### src/source/decode_macros.svh
`ifndef DECODE_MACROS_SVH
`define DECODE_MACROS_SVH

// Instruction word fields
`define INSTR_W  32
`define OP_W     6
`define FN_W     6
`define REG_W    5
`define IMM_W    16
`define TARGET_W 26

// Control field widths
`define WSRC_W  3
`define RDST_W  2
`define ALUOP_W 3
`define SHOP_W  2
`define MSEL_W  3
`define BRJ_W   2
`define PCSEL_W 2
`define CMP_W   3

`define OP_SPECIAL 6'b000000
`define OP_REGIMM  6'b000001
`define OP_J       6'b000010
`define OP_JAL     6'b000011
`define OP_BEQ     6'b000100
`define OP_BNE     6'b000101
`define OP_BLEZ    6'b000110
`define OP_BGTZ    6'b000111
`define OP_ADDI    6'b001000
`define OP_ADDIU   6'b001001
`define OP_SLTI    6'b001010
`define OP_SLTIU   6'b001011
`define OP_ANDI    6'b001100
`define OP_ORI     6'b001101
`define OP_XORI    6'b001110
`define OP_LUI     6'b001111
`define OP_LB      6'b100000
`define OP_LH      6'b100001
`define OP_LW      6'b100011
`define OP_LBU     6'b100100
`define OP_LHU     6'b100101
`define OP_SB      6'b101000
`define OP_SH      6'b101001
`define OP_SW      6'b101011

// SPECIAL funct codes
`define FN_SLL  6'b000000
`define FN_SRL  6'b000010
`define FN_SRA  6'b000011
`define FN_SLLV 6'b000100
`define FN_SRLV 6'b000110
`define FN_SRAV 6'b000111
`define FN_JR   6'b001000
`define FN_JALR 6'b001001
`define FN_ADD  6'b100000
`define FN_ADDU 6'b100001
`define FN_SUB  6'b100010
`define FN_SUBU 6'b100011
`define FN_AND  6'b100100
`define FN_OR   6'b100101
`define FN_XOR  6'b100110
`define FN_NOR  6'b100111
`define FN_SLT  6'b101010
`define FN_SLTU 6'b101011

// REGIMM rt codes
`define RT_BLTZ   5'b00000
`define RT_BGEZ   5'b00001
`define RT_BLTZAL 5'b10000
`define RT_BGEZAL 5'b10001

`define ALU_AND 3'b000
`define ALU_OR  3'b001
`define ALU_ADD 3'b010
`define ALU_NOR 3'b100
`define ALU_XOR 3'b101
`define ALU_SUB 3'b110

`define SH_SRL 2'b00
`define SH_SRA 2'b01
`define SH_SLL 2'b10

`define CMP_EQ  3'b000
`define CMP_GEZ 3'b001
`define CMP_LEZ 3'b010
`define CMP_GTZ 3'b011
`define CMP_LTZ 3'b100
`define CMP_NE  3'b101

// Register write source and destination
`define WS_ALU  3'b000
`define WS_MEM  3'b001
`define WS_LUI  3'b010
`define WS_LINK 3'b011
`define WS_SLT  3'b100
`define RD_RT   2'b00
`define RD_RD   2'b01
`define RD_RA   2'b10

// Next PC kind and PC source
`define BRJ_JUMP   2'b01
`define BRJ_BRANCH 2'b10
`define PC_BRANCH  2'b00
`define PC_REG     2'b01
`define PC_TARGET  2'b10

// Byte-lane select codes for msm and msl
`define MS_SEL0 3'b000
`define MS_SEL1 3'b001
`define MS_SEL2 3'b010
`define MS_SEL3 3'b011
`define MS_SEL4 3'b100

`endif

### src/source/decodePkg.sv
`include "decode_macros.svh"

package decodePkg;

    // One instruction word seen as R, I or J form
    typedef union packed {
        struct packed {
            logic [`OP_W-1:0]  op;
            logic [`REG_W-1:0] rs;
            logic [`REG_W-1:0] rt;
            logic [`REG_W-1:0] rd;
            logic [`REG_W-1:0] shamt;
            logic [`FN_W-1:0]  fn;
        } r;
        struct packed {
            logic [`OP_W-1:0]  op;
            logic [`REG_W-1:0] rs;
            logic [`REG_W-1:0] rt;
            logic [`IMM_W-1:0] imm;
        } i;
        struct packed {
            logic [`OP_W-1:0]     op;
            logic [`TARGET_W-1:0] target;
        } j;
    } instrWord_u;

endpackage

### src/source/branchDecoder.sv
`timescale 1ns/1ps
`include "decode_macros.svh"

module branchDecoder (
    input  decodePkg::instrWord_u instr,
    output logic                  bMatch,
    output logic [`WSRC_W-1:0]    bSelWSource,
    output logic [`RDST_W-1:0]    bSelRegDest,
    output logic                  bWriteReg,
    output logic                  bWriteOv,
    output logic                  bSelImRegB,
    output logic                  bSelSaRegA,
    output logic                  bSelAluShift,
    output logic [`ALUOP_W-1:0]   bAluOp,
    output logic                  bUnsig,
    output logic [`SHOP_W-1:0]    bShiftOp,
    output logic [`MSEL_W-1:0]    bMsm,
    output logic [`MSEL_W-1:0]    bMsl,
    output logic                  bReadMem,
    output logic                  bWriteMem,
    output logic [`BRJ_W-1:0]     bSelBrJumpZ,
    output logic [`PCSEL_W-1:0]   bSelTipoPc,
    output logic [`CMP_W-1:0]     bCompOp
);

    logic link;

    always_comb begin
        bMatch = 1'b0;
        link = 1'b0;
        {bSelWSource, bSelRegDest, bWriteReg, bWriteOv, bSelImRegB, bSelSaRegA,
         bSelAluShift, bAluOp, bUnsig, bShiftOp, bMsm, bMsl, bReadMem, bWriteMem,
         bSelBrJumpZ, bSelTipoPc, bCompOp} = '0;
        case (instr.i.op)
            `OP_REGIMM: begin
                if (instr.i.rt inside {`RT_BLTZ, `RT_BGEZ, `RT_BLTZAL, `RT_BGEZAL}) begin
                    bMatch = 1'b1;
                    bSelBrJumpZ = `BRJ_BRANCH;
                    bSelTipoPc = `PC_BRANCH;
                    // rt bit 0 picks GEZ, bit 4 marks the linking forms
                    bCompOp = instr.i.rt[0] ? `CMP_GEZ : `CMP_LTZ;
                    link = instr.i.rt[4];
                end
            end
            `OP_BEQ, `OP_BNE, `OP_BLEZ, `OP_BGTZ: begin
                bMatch = 1'b1;
                bSelBrJumpZ = `BRJ_BRANCH;
                bSelTipoPc = `PC_BRANCH;
                case (instr.i.op[1:0])
                    2'b00:   bCompOp = `CMP_EQ;
                    2'b01:   bCompOp = `CMP_NE;
                    2'b10:   bCompOp = `CMP_LEZ;
                    default: bCompOp = `CMP_GTZ;
                endcase
            end
            `OP_J, `OP_JAL: begin
                bMatch = 1'b1;
                bSelBrJumpZ = `BRJ_JUMP;
                bSelTipoPc = `PC_TARGET;
                link = instr.j.op[0];
            end
            default: ;
        endcase
        // Return address goes to ra
        if (link) begin
            bSelWSource = `WS_LINK;
            bSelRegDest = `RD_RA;
            bWriteReg = 1'b1;
            bWriteOv = 1'b1;
        end
    end

endmodule

### src/source/controlUnit.sv
`timescale 1ns/1ps
`include "decode_macros.svh"

module controlUnit (
    input  logic                clk,
    input  logic                reset,
    input  logic                instrValid,
    input  logic [`INSTR_W-1:0] instr,
    output logic                ctrlValid,
    output logic [`WSRC_W-1:0]  selWSource,
    output logic [`RDST_W-1:0]  selRegDest,
    output logic                writeReg,
    output logic                writeOv,
    output logic                selImRegB,
    output logic                selSaRegA,
    output logic                selAluShift,
    output logic [`ALUOP_W-1:0] aluOp,
    output logic                unsig,
    output logic [`SHOP_W-1:0]  shiftOp,
    output logic [`MSEL_W-1:0]  msm,
    output logic [`MSEL_W-1:0]  msl,
    output logic                readMem,
    output logic                writeMem,
    output logic [`BRJ_W-1:0]   selBrJumpZ,
    output logic [`PCSEL_W-1:0] selTipoPc,
    output logic [`CMP_W-1:0]   compOp
);

    decodePkg::instrWord_u instrWord;

    logic                sMatch, bMatch, iMatch;
    logic [`WSRC_W-1:0]  sSelWSource, bSelWSource, iSelWSource;
    logic [`RDST_W-1:0]  sSelRegDest, bSelRegDest, iSelRegDest;
    logic                sWriteReg, bWriteReg, iWriteReg;
    logic                sWriteOv, bWriteOv, iWriteOv;
    logic                sSelImRegB, bSelImRegB, iSelImRegB;
    logic                sSelSaRegA, bSelSaRegA, iSelSaRegA;
    logic                sSelAluShift, bSelAluShift, iSelAluShift;
    logic [`ALUOP_W-1:0] sAluOp, bAluOp, iAluOp;
    logic                sUnsig, bUnsig, iUnsig;
    logic [`SHOP_W-1:0]  sShiftOp, bShiftOp, iShiftOp;
    logic [`MSEL_W-1:0]  sMsm, bMsm, iMsm;
    logic [`MSEL_W-1:0]  sMsl, bMsl, iMsl;
    logic                sReadMem, bReadMem, iReadMem;
    logic                sWriteMem, bWriteMem, iWriteMem;
    logic [`BRJ_W-1:0]   sSelBrJumpZ, bSelBrJumpZ, iSelBrJumpZ;
    logic [`PCSEL_W-1:0] sSelTipoPc, bSelTipoPc, iSelTipoPc;
    logic [`CMP_W-1:0]   sCompOp, bCompOp, iCompOp;

    // Decoders read the word through its field views
    assign instrWord = decodePkg::instrWord_u'(instr);

    specialDecoder u_specialDecoder (
        .instr(instrWord),
        .*
    );

    branchDecoder u_branchDecoder (
        .instr(instrWord),
        .*
    );

    immDecoder u_immDecoder (
        .instr(instrWord),
        .*
    );

    decodeRegister u_decodeRegister (
        .*
    );

endmodule

### src/source/decodeRegister.sv
`timescale 1ns/1ps
`include "decode_macros.svh"

module decodeRegister (
    input  logic                clk,
    input  logic                reset,
    input  logic                instrValid,
    input  logic                sMatch, bMatch, iMatch,
    input  logic [`WSRC_W-1:0]  sSelWSource, bSelWSource, iSelWSource,
    input  logic [`RDST_W-1:0]  sSelRegDest, bSelRegDest, iSelRegDest,
    input  logic                sWriteReg, bWriteReg, iWriteReg,
    input  logic                sWriteOv, bWriteOv, iWriteOv,
    input  logic                sSelImRegB, bSelImRegB, iSelImRegB,
    input  logic                sSelSaRegA, bSelSaRegA, iSelSaRegA,
    input  logic                sSelAluShift, bSelAluShift, iSelAluShift,
    input  logic [`ALUOP_W-1:0] sAluOp, bAluOp, iAluOp,
    input  logic                sUnsig, bUnsig, iUnsig,
    input  logic [`SHOP_W-1:0]  sShiftOp, bShiftOp, iShiftOp,
    input  logic [`MSEL_W-1:0]  sMsm, bMsm, iMsm,
    input  logic [`MSEL_W-1:0]  sMsl, bMsl, iMsl,
    input  logic                sReadMem, bReadMem, iReadMem,
    input  logic                sWriteMem, bWriteMem, iWriteMem,
    input  logic [`BRJ_W-1:0]   sSelBrJumpZ, bSelBrJumpZ, iSelBrJumpZ,
    input  logic [`PCSEL_W-1:0] sSelTipoPc, bSelTipoPc, iSelTipoPc,
    input  logic [`CMP_W-1:0]   sCompOp, bCompOp, iCompOp,
    output logic                ctrlValid,
    output logic [`WSRC_W-1:0]  selWSource,
    output logic [`RDST_W-1:0]  selRegDest,
    output logic                writeReg,
    output logic                writeOv,
    output logic                selImRegB,
    output logic                selSaRegA,
    output logic                selAluShift,
    output logic [`ALUOP_W-1:0] aluOp,
    output logic                unsig,
    output logic [`SHOP_W-1:0]  shiftOp,
    output logic [`MSEL_W-1:0]  msm,
    output logic [`MSEL_W-1:0]  msl,
    output logic                readMem,
    output logic                writeMem,
    output logic [`BRJ_W-1:0]   selBrJumpZ,
    output logic [`PCSEL_W-1:0] selTipoPc,
    output logic [`CMP_W-1:0]   compOp
);

    localparam int FieldsW = `WSRC_W + `RDST_W + `ALUOP_W + `SHOP_W + 2 * `MSEL_W
                           + `BRJ_W + `PCSEL_W + `CMP_W + 8;

    logic [FieldsW-1:0] sFields;
    logic [FieldsW-1:0] bFields;
    logic [FieldsW-1:0] iFields;
    logic [FieldsW-1:0] picked;

    assign sFields = {sSelWSource, sSelRegDest, sWriteReg, sWriteOv, sSelImRegB, sSelSaRegA,
                      sSelAluShift, sAluOp, sUnsig, sShiftOp, sMsm, sMsl, sReadMem,
                      sWriteMem, sSelBrJumpZ, sSelTipoPc, sCompOp};
    assign bFields = {bSelWSource, bSelRegDest, bWriteReg, bWriteOv, bSelImRegB, bSelSaRegA,
                      bSelAluShift, bAluOp, bUnsig, bShiftOp, bMsm, bMsl, bReadMem,
                      bWriteMem, bSelBrJumpZ, bSelTipoPc, bCompOp};
    assign iFields = {iSelWSource, iSelRegDest, iWriteReg, iWriteOv, iSelImRegB, iSelSaRegA,
                      iSelAluShift, iAluOp, iUnsig, iShiftOp, iMsm, iMsl, iReadMem,
                      iWriteMem, iSelBrJumpZ, iSelTipoPc, iCompOp};

    // One-hot select giving all zeros when nothing matched
    assign picked = ({FieldsW{sMatch}} & sFields)
                  | ({FieldsW{bMatch}} & bFields)
                  | ({FieldsW{iMatch}} & iFields);

    always_ff @(posedge clk) begin
        if (reset) begin
            ctrlValid <= 1'b0;
            {selWSource, selRegDest, writeReg, writeOv, selImRegB, selSaRegA, selAluShift,
             aluOp, unsig, shiftOp, msm, msl, readMem, writeMem, selBrJumpZ, selTipoPc,
             compOp} <= '0;
        end else begin
            ctrlValid <= instrValid;
            {selWSource, selRegDest, writeReg, writeOv, selImRegB, selSaRegA, selAluShift,
             aluOp, unsig, shiftOp, msm, msl, readMem, writeMem, selBrJumpZ, selTipoPc,
             compOp} <= picked;
            // An invalid word still decodes but must not write anything
            if (!instrValid) begin
                writeReg <= 1'b0;
                readMem <= 1'b0;
                writeMem <= 1'b0;
            end
        end
    end

    // The three decoders cover disjoint instructions
    assert property (@(posedge clk) disable iff (reset)
        $onehot0({sMatch, bMatch, iMatch}));

    assert property (@(posedge clk) disable iff (reset)
        !(readMem && writeMem));

    assert property (@(posedge clk) disable iff (reset)
        !ctrlValid |-> !(writeReg || readMem || writeMem));

endmodule

### src/source/immDecoder.sv
`timescale 1ns/1ps
`include "decode_macros.svh"

module immDecoder (
    input  decodePkg::instrWord_u instr,
    output logic                  iMatch,
    output logic [`WSRC_W-1:0]    iSelWSource,
    output logic [`RDST_W-1:0]    iSelRegDest,
    output logic                  iWriteReg,
    output logic                  iWriteOv,
    output logic                  iSelImRegB,
    output logic                  iSelSaRegA,
    output logic                  iSelAluShift,
    output logic [`ALUOP_W-1:0]   iAluOp,
    output logic                  iUnsig,
    output logic [`SHOP_W-1:0]    iShiftOp,
    output logic [`MSEL_W-1:0]    iMsm,
    output logic [`MSEL_W-1:0]    iMsl,
    output logic                  iReadMem,
    output logic                  iWriteMem,
    output logic [`BRJ_W-1:0]     iSelBrJumpZ,
    output logic [`PCSEL_W-1:0]   iSelTipoPc,
    output logic [`CMP_W-1:0]     iCompOp
);

    always_comb begin
        iMatch = 1'b0;
        {iSelWSource, iSelRegDest, iWriteReg, iWriteOv, iSelImRegB, iSelSaRegA,
         iSelAluShift, iAluOp, iUnsig, iShiftOp, iMsm, iMsl, iReadMem, iWriteMem,
         iSelBrJumpZ, iSelTipoPc, iCompOp} = '0;
        case (instr.i.op)
            `OP_ADDI, `OP_ADDIU, `OP_SLTI, `OP_SLTIU, `OP_ANDI, `OP_ORI, `OP_XORI: begin
                iMatch = 1'b1;
                iSelImRegB = 1'b1;
                iSelRegDest = `RD_RT;
                iWriteReg = 1'b1;
                // Signed ADDI and SLTI keep the overflow check
                iWriteOv = !(instr.i.op inside {`OP_ADDI, `OP_SLTI});
                case (instr.i.op)
                    `OP_ANDI: iAluOp = `ALU_AND;
                    `OP_ORI:  iAluOp = `ALU_OR;
                    `OP_XORI: iAluOp = `ALU_XOR;
                    `OP_ADDI, `OP_ADDIU: begin
                        iAluOp = `ALU_ADD;
                        iUnsig = instr.i.op[0];
                    end
                    default: begin
                        iAluOp = `ALU_SUB;
                        iUnsig = instr.i.op[0];
                        iSelWSource = `WS_SLT;
                    end
                endcase
            end
            `OP_LUI: begin
                iMatch = 1'b1;
                iSelRegDest = `RD_RT;
                iSelWSource = `WS_LUI;
                iWriteReg = 1'b1;
                iWriteOv = 1'b1;
            end
            `OP_LB, `OP_LH, `OP_LW, `OP_LBU, `OP_LHU: begin
                iMatch = 1'b1;
                iSelImRegB = 1'b1;
                iAluOp = `ALU_ADD;
                iSelRegDest = `RD_RT;
                iSelWSource = `WS_MEM;
                iWriteReg = 1'b1;
                iWriteOv = 1'b1;
                iReadMem = 1'b1;
                case (instr.i.op)
                    `OP_LB:  {iMsm, iMsl} = {`MS_SEL3, `MS_SEL3};
                    `OP_LH:  {iMsm, iMsl} = {`MS_SEL3, `MS_SEL1};
                    `OP_LBU: {iMsm, iMsl} = {`MS_SEL0, `MS_SEL4};
                    `OP_LHU: {iMsm, iMsl} = {`MS_SEL0, `MS_SEL1};
                    default: {iMsm, iMsl} = {`MS_SEL1, `MS_SEL2};
                endcase
            end
            `OP_SB, `OP_SH, `OP_SW: begin
                iMatch = 1'b1;
                iSelImRegB = 1'b1;
                iAluOp = `ALU_ADD;
                iWriteMem = 1'b1;
                case (instr.i.op)
                    `OP_SB:  {iMsm, iMsl} = {`MS_SEL4, `MS_SEL3};
                    `OP_SH:  {iMsm, iMsl} = {`MS_SEL2, `MS_SEL0};
                    default: {iMsm, iMsl} = {`MS_SEL1, `MS_SEL2};
                endcase
            end
            default: ;
        endcase
    end

endmodule

### src/source/specialDecoder.sv
`timescale 1ns/1ps
`include "decode_macros.svh"

module specialDecoder (
    input  decodePkg::instrWord_u instr,
    output logic                  sMatch,
    output logic [`WSRC_W-1:0]    sSelWSource,
    output logic [`RDST_W-1:0]    sSelRegDest,
    output logic                  sWriteReg,
    output logic                  sWriteOv,
    output logic                  sSelImRegB,
    output logic                  sSelSaRegA,
    output logic                  sSelAluShift,
    output logic [`ALUOP_W-1:0]   sAluOp,
    output logic                  sUnsig,
    output logic [`SHOP_W-1:0]    sShiftOp,
    output logic [`MSEL_W-1:0]    sMsm,
    output logic [`MSEL_W-1:0]    sMsl,
    output logic                  sReadMem,
    output logic                  sWriteMem,
    output logic [`BRJ_W-1:0]     sSelBrJumpZ,
    output logic [`PCSEL_W-1:0]   sSelTipoPc,
    output logic [`CMP_W-1:0]     sCompOp
);

    always_comb begin
        sMatch = 1'b0;
        {sSelWSource, sSelRegDest, sWriteReg, sWriteOv, sSelImRegB, sSelSaRegA,
         sSelAluShift, sAluOp, sUnsig, sShiftOp, sMsm, sMsl, sReadMem, sWriteMem,
         sSelBrJumpZ, sSelTipoPc, sCompOp} = '0;
        if (instr.r.op == `OP_SPECIAL) begin
            case (instr.r.fn)
                `FN_SLL, `FN_SRL, `FN_SRA, `FN_SLLV, `FN_SRLV, `FN_SRAV: begin
                    sMatch = 1'b1;
                    sSelRegDest = `RD_RD;
                    sWriteReg = 1'b1;
                    sWriteOv = 1'b1;
                    sSelAluShift = 1'b1;
                    // Variable shifts take the amount from rs
                    sSelSaRegA = ~instr.r.fn[2];
                    case (instr.r.fn[1:0])
                        2'b00:   sShiftOp = `SH_SLL;
                        2'b10:   sShiftOp = `SH_SRL;
                        default: sShiftOp = `SH_SRA;
                    endcase
                end
                `FN_JR, `FN_JALR: begin
                    sMatch = 1'b1;
                    sSelBrJumpZ = `BRJ_JUMP;
                    sSelTipoPc = `PC_REG;
                    // JALR links into rd
                    if (instr.r.fn[0]) begin
                        sSelRegDest = `RD_RD;
                        sSelWSource = `WS_LINK;
                        sWriteReg = 1'b1;
                        sWriteOv = 1'b1;
                    end
                end
                `FN_ADD, `FN_ADDU, `FN_SUB, `FN_SUBU, `FN_AND, `FN_OR, `FN_XOR, `FN_NOR,
                `FN_SLT, `FN_SLTU: begin
                    sMatch = 1'b1;
                    sSelRegDest = `RD_RD;
                    sWriteReg = 1'b1;
                    // Only signed add and subtract trap on overflow
                    sWriteOv = !(instr.r.fn inside {`FN_ADD, `FN_SUB});
                    case (instr.r.fn)
                        `FN_AND: sAluOp = `ALU_AND;
                        `FN_OR:  sAluOp = `ALU_OR;
                        `FN_XOR: sAluOp = `ALU_XOR;
                        `FN_NOR: sAluOp = `ALU_NOR;
                        `FN_ADD, `FN_ADDU: begin
                            sAluOp = `ALU_ADD;
                            sUnsig = instr.r.fn[0];
                        end
                        default: begin
                            sAluOp = `ALU_SUB;
                            sUnsig = instr.r.fn[0];
                            sSelWSource = instr.r.fn[3] ? `WS_SLT : `WS_ALU;
                        end
                    endcase
                end
                default: ;
            endcase
        end
    end

endmodule

### config.mk
export PLATFORM = sky130hd
export DESIGN_NAME = controlUnit
export DESIGN_NICKNAME = d
export VERILOG_FILES = /design/src/source/decodePkg.sv /design/src/source/branchDecoder.sv /design/src/source/controlUnit.sv /design/src/source/decodeRegister.sv /design/src/source/immDecoder.sv /design/src/source/specialDecoder.sv
export VERILOG_INCLUDE_DIRS = /design/src /design/src/source
export SDC_FILE = /design/constraint.sdc
export NUM_CORES = 1
export LEC_CHECK = 0
export ABC_AREA = 0
export CAP_MARGIN = 20
export CORE_MARGIN = 4
export CORE_UTILIZATION = 34
export CTS_BUF_LIST = sky130_fd_sc_hd__clkbuf_2 sky130_fd_sc_hd__clkbuf_4 sky130_fd_sc_hd__clkbuf_8
export DETAILED_ROUTE_END_ITERATION = 7
export DONT_BUFFER_PORTS = 1
export GPL_TIMING_DRIVEN = 0
export PLACE_DENSITY_LB_ADDON = 0.12
export SETUP_SLACK_MARGIN = 0.05
export SYNTH_ARGS = -nofsm -noshare
export SYNTH_HDL_FRONTEND = slang
export SYNTH_HIERARCHICAL = 1
export SYNTH_SLANG_ARGS = --single-unit
### constraint.sdc
create_clock -name clk -period 3.6 [get_ports clk]
set_input_delay 0.72 -clock clk [delete_from_list [all_inputs] [get_ports clk]]
set_output_delay 0.72 -clock clk [all_outputs]
set_load 0.01 [all_outputs]
# Word level (Yosys, flattened, before mapping)

Index checks and enable logic that the tools add are counted.

Equality and inequality tests: 46
Bitwise gates (word level): 7
Reductions and logical operators: 36
Mux-type cells: 62

Operator list:

| operator                                             | count |
|---|---|
| equality test 6 bit (second input constant)          | 18 |
| bitwise AND 31 bit                                   | 2 |
| OR 31 bit                                            | 2 |
| equality test 6 x 4 -> 1 bit (second input constant) | 10 |
| equality test 6 x 3 -> 1 bit (second input constant) | 7 |
| case mux 3 bit (2 select lines)                      | 6 |
| OR reduction 16 bit                                  | 2 |
| bitwise AND 31 x 30 -> 31 bit                        | 1 |
| case mux 3 bit (3 select lines)                      | 3 |
| equality test 6 x 2 -> 1 bit (second input constant) | 4 |
| two-way mux 1 bit                                    | 24 |
| two-way mux 3 bit                                    | 8 |
| OR reduction 6 bit                                   | 4 |
| two-way mux 2 bit                                    | 9 |
| OR reduction 18 bit                                  | 1 |
| case mux 2 bit (2 select lines)                      | 4 |
| OR reduction 2 bit                                   | 8 |
| case mux 3 bit (5 select lines)                      | 1 |
| OR reduction 15 bit                                  | 1 |
| OR reduction 13 bit                                  | 1 |
| logical NOT 6 bit                                    | 2 |
| case mux 3 bit (4 select lines)                      | 1 |
| equality test 5 bit (second input constant)          | 2 |
| OR reduction 10 bit                                  | 1 |
| 18 further kinds                                     | 29 |

Input bits: 35
Output and inout port bits: 32
Register bits: 32
Word-level logic and storage cells: 169

# Depth between registers and ports, before layout

Gate-level depths: netlist of run 1.

Depth in word-level cells: 8
Gate-level depth with buffers: 7
Gate-level depth less buffers: 5

# By module

The synthesis of run 1 kept the hierarchy.

Modules (own cells, without submodules):

| module         | cells an instance | times used | area each (sq um) | sequential area each (sq um) |
|---|---|---|---|---|
| decodeRegister | 108               | 1          | 1154.9            | 640.6 |
| immDecoder     | 64                | 1          | 470.5             | 0.0 |
| specialDecoder | 65                | 1          | 467.9             | 0.0 |
| branchDecoder  | 45                | 1          | 307.8             | 0.0 |

# Worst setup path before layout of run 1

No wires, ideal clock.

Path kind: in2reg
Start: input instr[29]
End: register u_decodeRegister.writeOv
Required time: 3534 ps
Setup slack: 1500 ps
Stages: 6
Data arrival time: 2034 ps
Setup time: 66 ps
Buffers on the path: 1
Cell sequence: nor4_4 nand2_2 nor3_1 buf_6 a222oi_1 nor2_1

Elaborated cells on any way between the ends: 43
Those cells by class: eq/ne (23); mux (7); bitwise (5); reduce/logical (8)

RTL lines:

| element                            | RTL line             | RTL |
|---|---|---|
| start, declared                    | controlUnit.sv:8     | `` input logic [`INSTR_W-1:0] instr, `` |
| logical NOT 6 bit (no source line) | -                    |  |
| two-way mux 1 bit                  | specialDecoder.sv:31 | `` if (instr.r.op == `OP_SPECIAL) begin `` |
| net sMatch                         | controlUnit.sv:31    | `logic sMatch, bMatch, iMatch;` |
| bitwise AND 31 bit                 | decodeRegister.sv:65 | `assign picked = ({FieldsW{sMatch}} & sFields)` |
| OR 31 bit                          | decodeRegister.sv:66 | `\| ({FieldsW{bMatch}} & bFields)` |
| OR 31 bit                          | decodeRegister.sv:67 | `\| ({FieldsW{iMatch}} & iFields);` |
| end, declared                      | decodeRegister.sv:30 | `output logic writeOv,` |

The timed path passes the listed nets, and every way through them passes these cells.
A chain may end at the register's enable or synchronous reset.

# Worst setup path after layout of run 1

Ends and elaborated chain as after synthesis.

==> flow_metrics.tcl, run 1 <==
set metrics [dict create \
    timing.final.ws_setup_ps 1370 \
    root_buffer "clkbuf_8" \
    grt_use_total_pct 14.6 \
    synth-simple-area-share_pct 24.8 \
    synth.area.top_cells "dfxtp_1 (27%), buf_4 (18%), a222oi_1 (13%)" \
    synth_cells 282 \
    gp_congestion 0.797 \
    die_y_um 92.0 \
    cts_max_level 2 \
    drive_above_1_share_pct 31.9 \
    post_cts_resized 0 \
    synth-xor-area-share_pct 0.730 \
    dr.first_iter.drc_count 155 \
    vias_per_cell 4.68 \
    synth-adder-area-share_pct 0 \
    muxShareOfSynthArea_pct 0 \
    rsz0062_at_grt "no" \
    grt_pass1_vias 1937 \
    rows 30 \
    synth_edf_count 0 \
    hold_viol 0 \
    maxCapViolCount 0 \
    setup_viol 0 \
    timing.fmax_mhz 448 \
    wl_met2_mm 2.89 \
    pre_cts_ws_ps 1060 \
    ys_types 50 \
    worst-endpoint-required_ps 3810 \
    p_leak_nw 1.24 \
    final_antenna_net_count 0 \
    topRoutingLayerUsed "met4" \
    maxSlewViolCount 0 \
    synth.most_common_cell "buf_4" \
    grt_pass1_wl_mm 9.84 \
    dieWidth_um 92.0 \
    nNetsFinal 369 \
    wl_per_cell_um 13.8 \
    startpoint_type "input pin" \
    fill_cells 739 \
    synth_warnings 6 \
    synth_top_family_by_area "buffers and inverters" \
    numCtsBuffers 5 \
    endpoint_kind "register" \
    ys_top_cells_by_count "buf_4 (58), nor2_1 (43), dfxtp_1 (32)" \
    portBuffers 0 \
    hp-class "in2reg" \
    cts_setup_buffers 0 \
    coreArea_um2 6830 \
    critical_path_class "in2reg" \
    antennaDiodeCount 0 \
    period_share_pct 62.1 \
    slew_headroom_pct 47.4 \
    antenna_found_initial 0 \
    wirelength_mm 5.95 \
    synth_flop_cell "dfxtp_1" \
    areaGrowthSynthToFinish_pct 17.3 \
    crit_fanout 10 \
    drc 0 \
    path_clk_slew_ps 60 \
    outcome "completed" \
    postSynthAreaPerCell_um2 8.51 \
    cp_data_arrival_time_ps 2450 \
    grt_max_degree 13 \
    met3WireLength_um 307 \
    synth_compound_area_share_pct 22.3 \
    dpl.hpwl_mm 4.44 \
    vias 2016 \
    ys_ff_latch 32 \
    fin_crit_ps 2230 \
    setup-tns-final_ps 0 \
    wl_met1_mm 2.69 \
    async_reset_ff_share_pct 0 \
    worst_slew_pin_slew_ps 783 \
    cts_tree "done" \
    peakVddDrop_v 0.000124 \
    synth_seq_area_share_pct 26.7 \
    dieArea_um2 8470 \
    ctsHoldBuffers 0 \
    dr.pass1.iters 5 \
    netlist.area_leader.share_pct 26.7 \
    initial_core_util_pct 35.1 \
    grt.overflow.total 0 \
    clock_sinks 32 \
    synth_area_um2 2400 \
    power_density_nw_per_um2 325 \
    ios 67 \
    synth_top_area_cell "dfxtp_1" \
    clk_path_buf_depth 2 \
]
[layout by cell type, fill, tap and decap left out, types with 3 or more instances in the layout]
master	n
inv_1	7
nor2_1	43
buf_4	58
dfxtp_1	32
conb_1	48
buf_2	13
clkbuf_8	7
o21ai_0	3
a21oi_1	10
nand2b_1	4
nand2_1	10
buf_6	5
nor4_1	4
nor3_2	4
nor2b_1	6
a222oi_1	31
nor3_1	6
[metal layers]
layer	GRT usage [%]	vias to the layer above
met3	3.86	5
met5	0	-
met4	4.08	0
met2	23.7	53
met1	19.1	921
li1	-	1037
[registers in the layout (all words and copies together) (netlist names), 2 cells and up]
register                     cells
u_decodeRegister/shiftOp         2
u_decodeRegister/selRegDest      2
u_decodeRegister/msm             3
u_decodeRegister/msl             3
u_decodeRegister/selTipoPc       2
u_decodeRegister/selBrJumpZ      2
u_decodeRegister/selWSource      3
u_decodeRegister/compOp          3
u_decodeRegister/aluOp           3
[stage by stage]
step	util (%)	power (mW)	std cells	cell area (um^2)	hold WS [ps]
5_1_grt	41.2	0.969	431	2820	628
2_1_floorplan	-	0.513	327	2570	878
3_3_place_gp	39.4	0.536	423	2690	903
6_report	41.2	0.916	431	2820	625
3_5_place_dp	39.4	0.536	423	2690	913
4_1_cts	41.2	0.932	431	2820	614
[kinds of logic (layout without fill, tap and decap cells)]
kind of cell | count (synthesis) | in the layout
flip-flops | 32 | 32
AND/OR/NAND/NOR | 100 | 100
AO/OA/AOI/OAI | 59 | 59
XOR/XNOR | 2 | 2
buffers and inverters | 86 | 94
other | 3 | 48
[worst max-delay path, stage by stage]
cell and delay [ps]:
nor4_4 350, nand2_2 210, nor3_1 680, buf_6 230, a222oi_1 110, nor2_1 140
[cell type report]
type	count	area, um^2	share of cell area [%]
clock inverter	1	30.0	1.07
tap	96	120	4.26
clock buffer	7	96.3	3.42
sequential	32	641	22.7
buffer	78	566	20.1
inverter	8	35.0	1.24
multi-input combinational	209	1330	47.2
[power by group]
part | internal (mW) | switching (mW) | leakage [nW]
registers | 0.364 | 0.00880 | 0.260
clock network | 0.244 | 0.142 | 0.0645
logic | 0.0768 | 0.0794 | 0.913
[final timing paths]
check                          to       start  cells past startpoint  slack [ps]
max      u_decodeRegister/writeOv   instr[29]                      6        1370
min    u_decodeRegister/ctrlValid  instrValid                      2         630
No activity file was read; power rests on OpenSTA's default activity.
==> run 2: changes to the inputs <==
Clock period 3.6 ns to 1.9 ns, I/O delays scaled along.
==> run 2 against run 1 <==
Against the previous run:
- die area stayed put
- utilization is 0.073 points higher
- critical endpoint is now u_decodeRegister/aluOp[1]
- total power grew 90%
- sequential share of layout area hardly changed
- combinational power grew 90%
- worst hold slack worse by 340 ps
- first-iteration DRC count up 2.6%
- worst setup slack worse by 1100 ps
- largest power group unchanged
- count of clock-buffer cells in the layout did not move
==> flow_metrics.tcl, run 2 (same netlist as run 1, synthesis figures left out) <==
set metrics [dict create \
    outcome "completed" \
    portBuffers 0 \
    hold_ws_ps 285 \
    post_cts_resized 1 \
    timing.fmax_mhz 598 \
    crit_path_cell_trace "buf_2 > or3b_1 > a21oi_1 > nor3_2 > buf_6 > a222oi_1 > nor2_1" \
    dr.first_iter.drc_count 159 \
    drc 0 \
    multi_input_area_um2 1330 \
    cp_data_arrival_time_ps 1850 \
    antennaDiodeCount 0 \
    dr.pass1.iters 7 \
    power_density_nw_per_um2 616 \
    timing.final.ws_setup_ps 228 \
    vias_per_cell 4.71 \
    cts_max_level 2 \
    period_share_pct 88.0 \
    endpoint_kind "register" \
    antenna_found_initial 0 \
    root_buffer "clkbuf_8" \
    rows 30 \
    gp_congestion 0.797 \
    dieWidth_um 92.0 \
    clock_sinks 32 \
    cts_setup_buffers 0 \
    min_from "instrValid" \
    grt_use_total_pct 14.6 \
    maxCapViolCount 0 \
    worst_slew_pin_slew_ps 755 \
    grt_pass1_wl_mm 9.84 \
    layout_commonest_cell "buf_4" \
    drive_above_1_share_pct 32.2 \
    grt_pass1_vias 1937 \
    max_stage_delay_ps 410 \
    wirelength_mm 5.96 \
    pre_cts_ws_ps -298 \
    grt.overflow.total 0 \
    p_leak_nw 1.24 \
    worst-endpoint-required_ps 2070 \
    fin_crit_ps 1670 \
    hold_viol 0 \
    grt_max_degree 13 \
    slew_headroom_pct 49.3 \
    startpoint_type "input pin" \
    rsz0062_at_grt "no" \
    register_area_um2 641 \
    critical_path_class "in2reg" \
    ctsHoldBuffers 0 \
    nNetsFinal 369 \
    setup_viol 0 \
    crit_path_end "u_decodeRegister/aluOp[1]" \
    ios 67 \
    setup-tns-final_ps 0 \
    critPathSlowestCell "a222oi_1" \
    wl_per_cell_um 13.8 \
    crit_fanout 10 \
    fill_cells 738 \
    dieArea_um2 8470 \
    areaGrowthSynthToFinish_pct 17.5 \
    clk_path_buf_depth 2 \
    final_antenna_net_count 0 \
    worstHoldPathCells 2 \
    mostFrequentLayoutCells "buf_4 (58), conb_1 (48), nor2_1 (43)" \
    hp-class "in2reg" \
    worstSetupStartpoint "instr[3]" \
    coreArea_um2 6830 \
    path_clk_slew_ps 80 \
    maxSlewViolCount 0 \
    numCtsBuffers 5 \
    peakVddDrop_v 0.000235 \
    utilization_pct 41.3 \
    die_y_um 92.0 \
    vias 2031 \
    cts_tree "done" \
    dpl.hpwl_mm 4.44 \
    initial_core_util_pct 35.1 \
]
==> run 2: worst min path at each step <==
stage | endpoint | slack, ps
after floorplan | u_decodeRegister/ctrlValid | 540
after global placement | u_decodeRegister/ctrlValid | 560
after detailed placement | u_decodeRegister/ctrlValid | 570
after CTS | u_decodeRegister/ctrlValid | 270
after global routing | u_decodeRegister/ctrlValid | 290
final | u_decodeRegister/ctrlValid | 280
==> run 2: critical path: cells and delay by family <==
family          cells  cell delay [ps]
simple gates        3              550
compound gates      2              590
buf+inv             2              310
==> run 2: area by class of cell <==
cell class | instances | area share (%)
buffer | 78 | 20.0
clock buffer | 7 | 3.41
clock inverter | 1 | 1.06
inverter | 8 | 1.24
multi-input combinational | 209 | 47.3
sequential | 32 | 22.7
tap | 96 | 4.26
==> run 2: layer usage <==
metal | track usage, % | part of all wire, % | vias up
met1 | 19.1 | 45 | 935
met4 | 4.08 | 1.1 | 0
li1 | - | - | 1035
met3 | 3.86 | 5.2 | 5
met2 | 23.7 | 49 | 56
met5 | 0 | 0 | -
==> run 2: power breakdown <==
| part | internal (mW) | switching, mW |
|---|---|---|
| Combinational | 0.146 | 0.151 |
| Sequential | 0.690 | 0.0167 |
| Clock | 0.463 | 0.271 |
==> run 2: stage by stage <==
step	cells	total power, mW	cell area [um^2]
floorplan	327	0.972	2570
global placement	423	1.02	2690
detailed placement	423	1.01	2690
CTS	431	1.77	2820
global route	431	1.84	2820
finish	431	1.74	2820
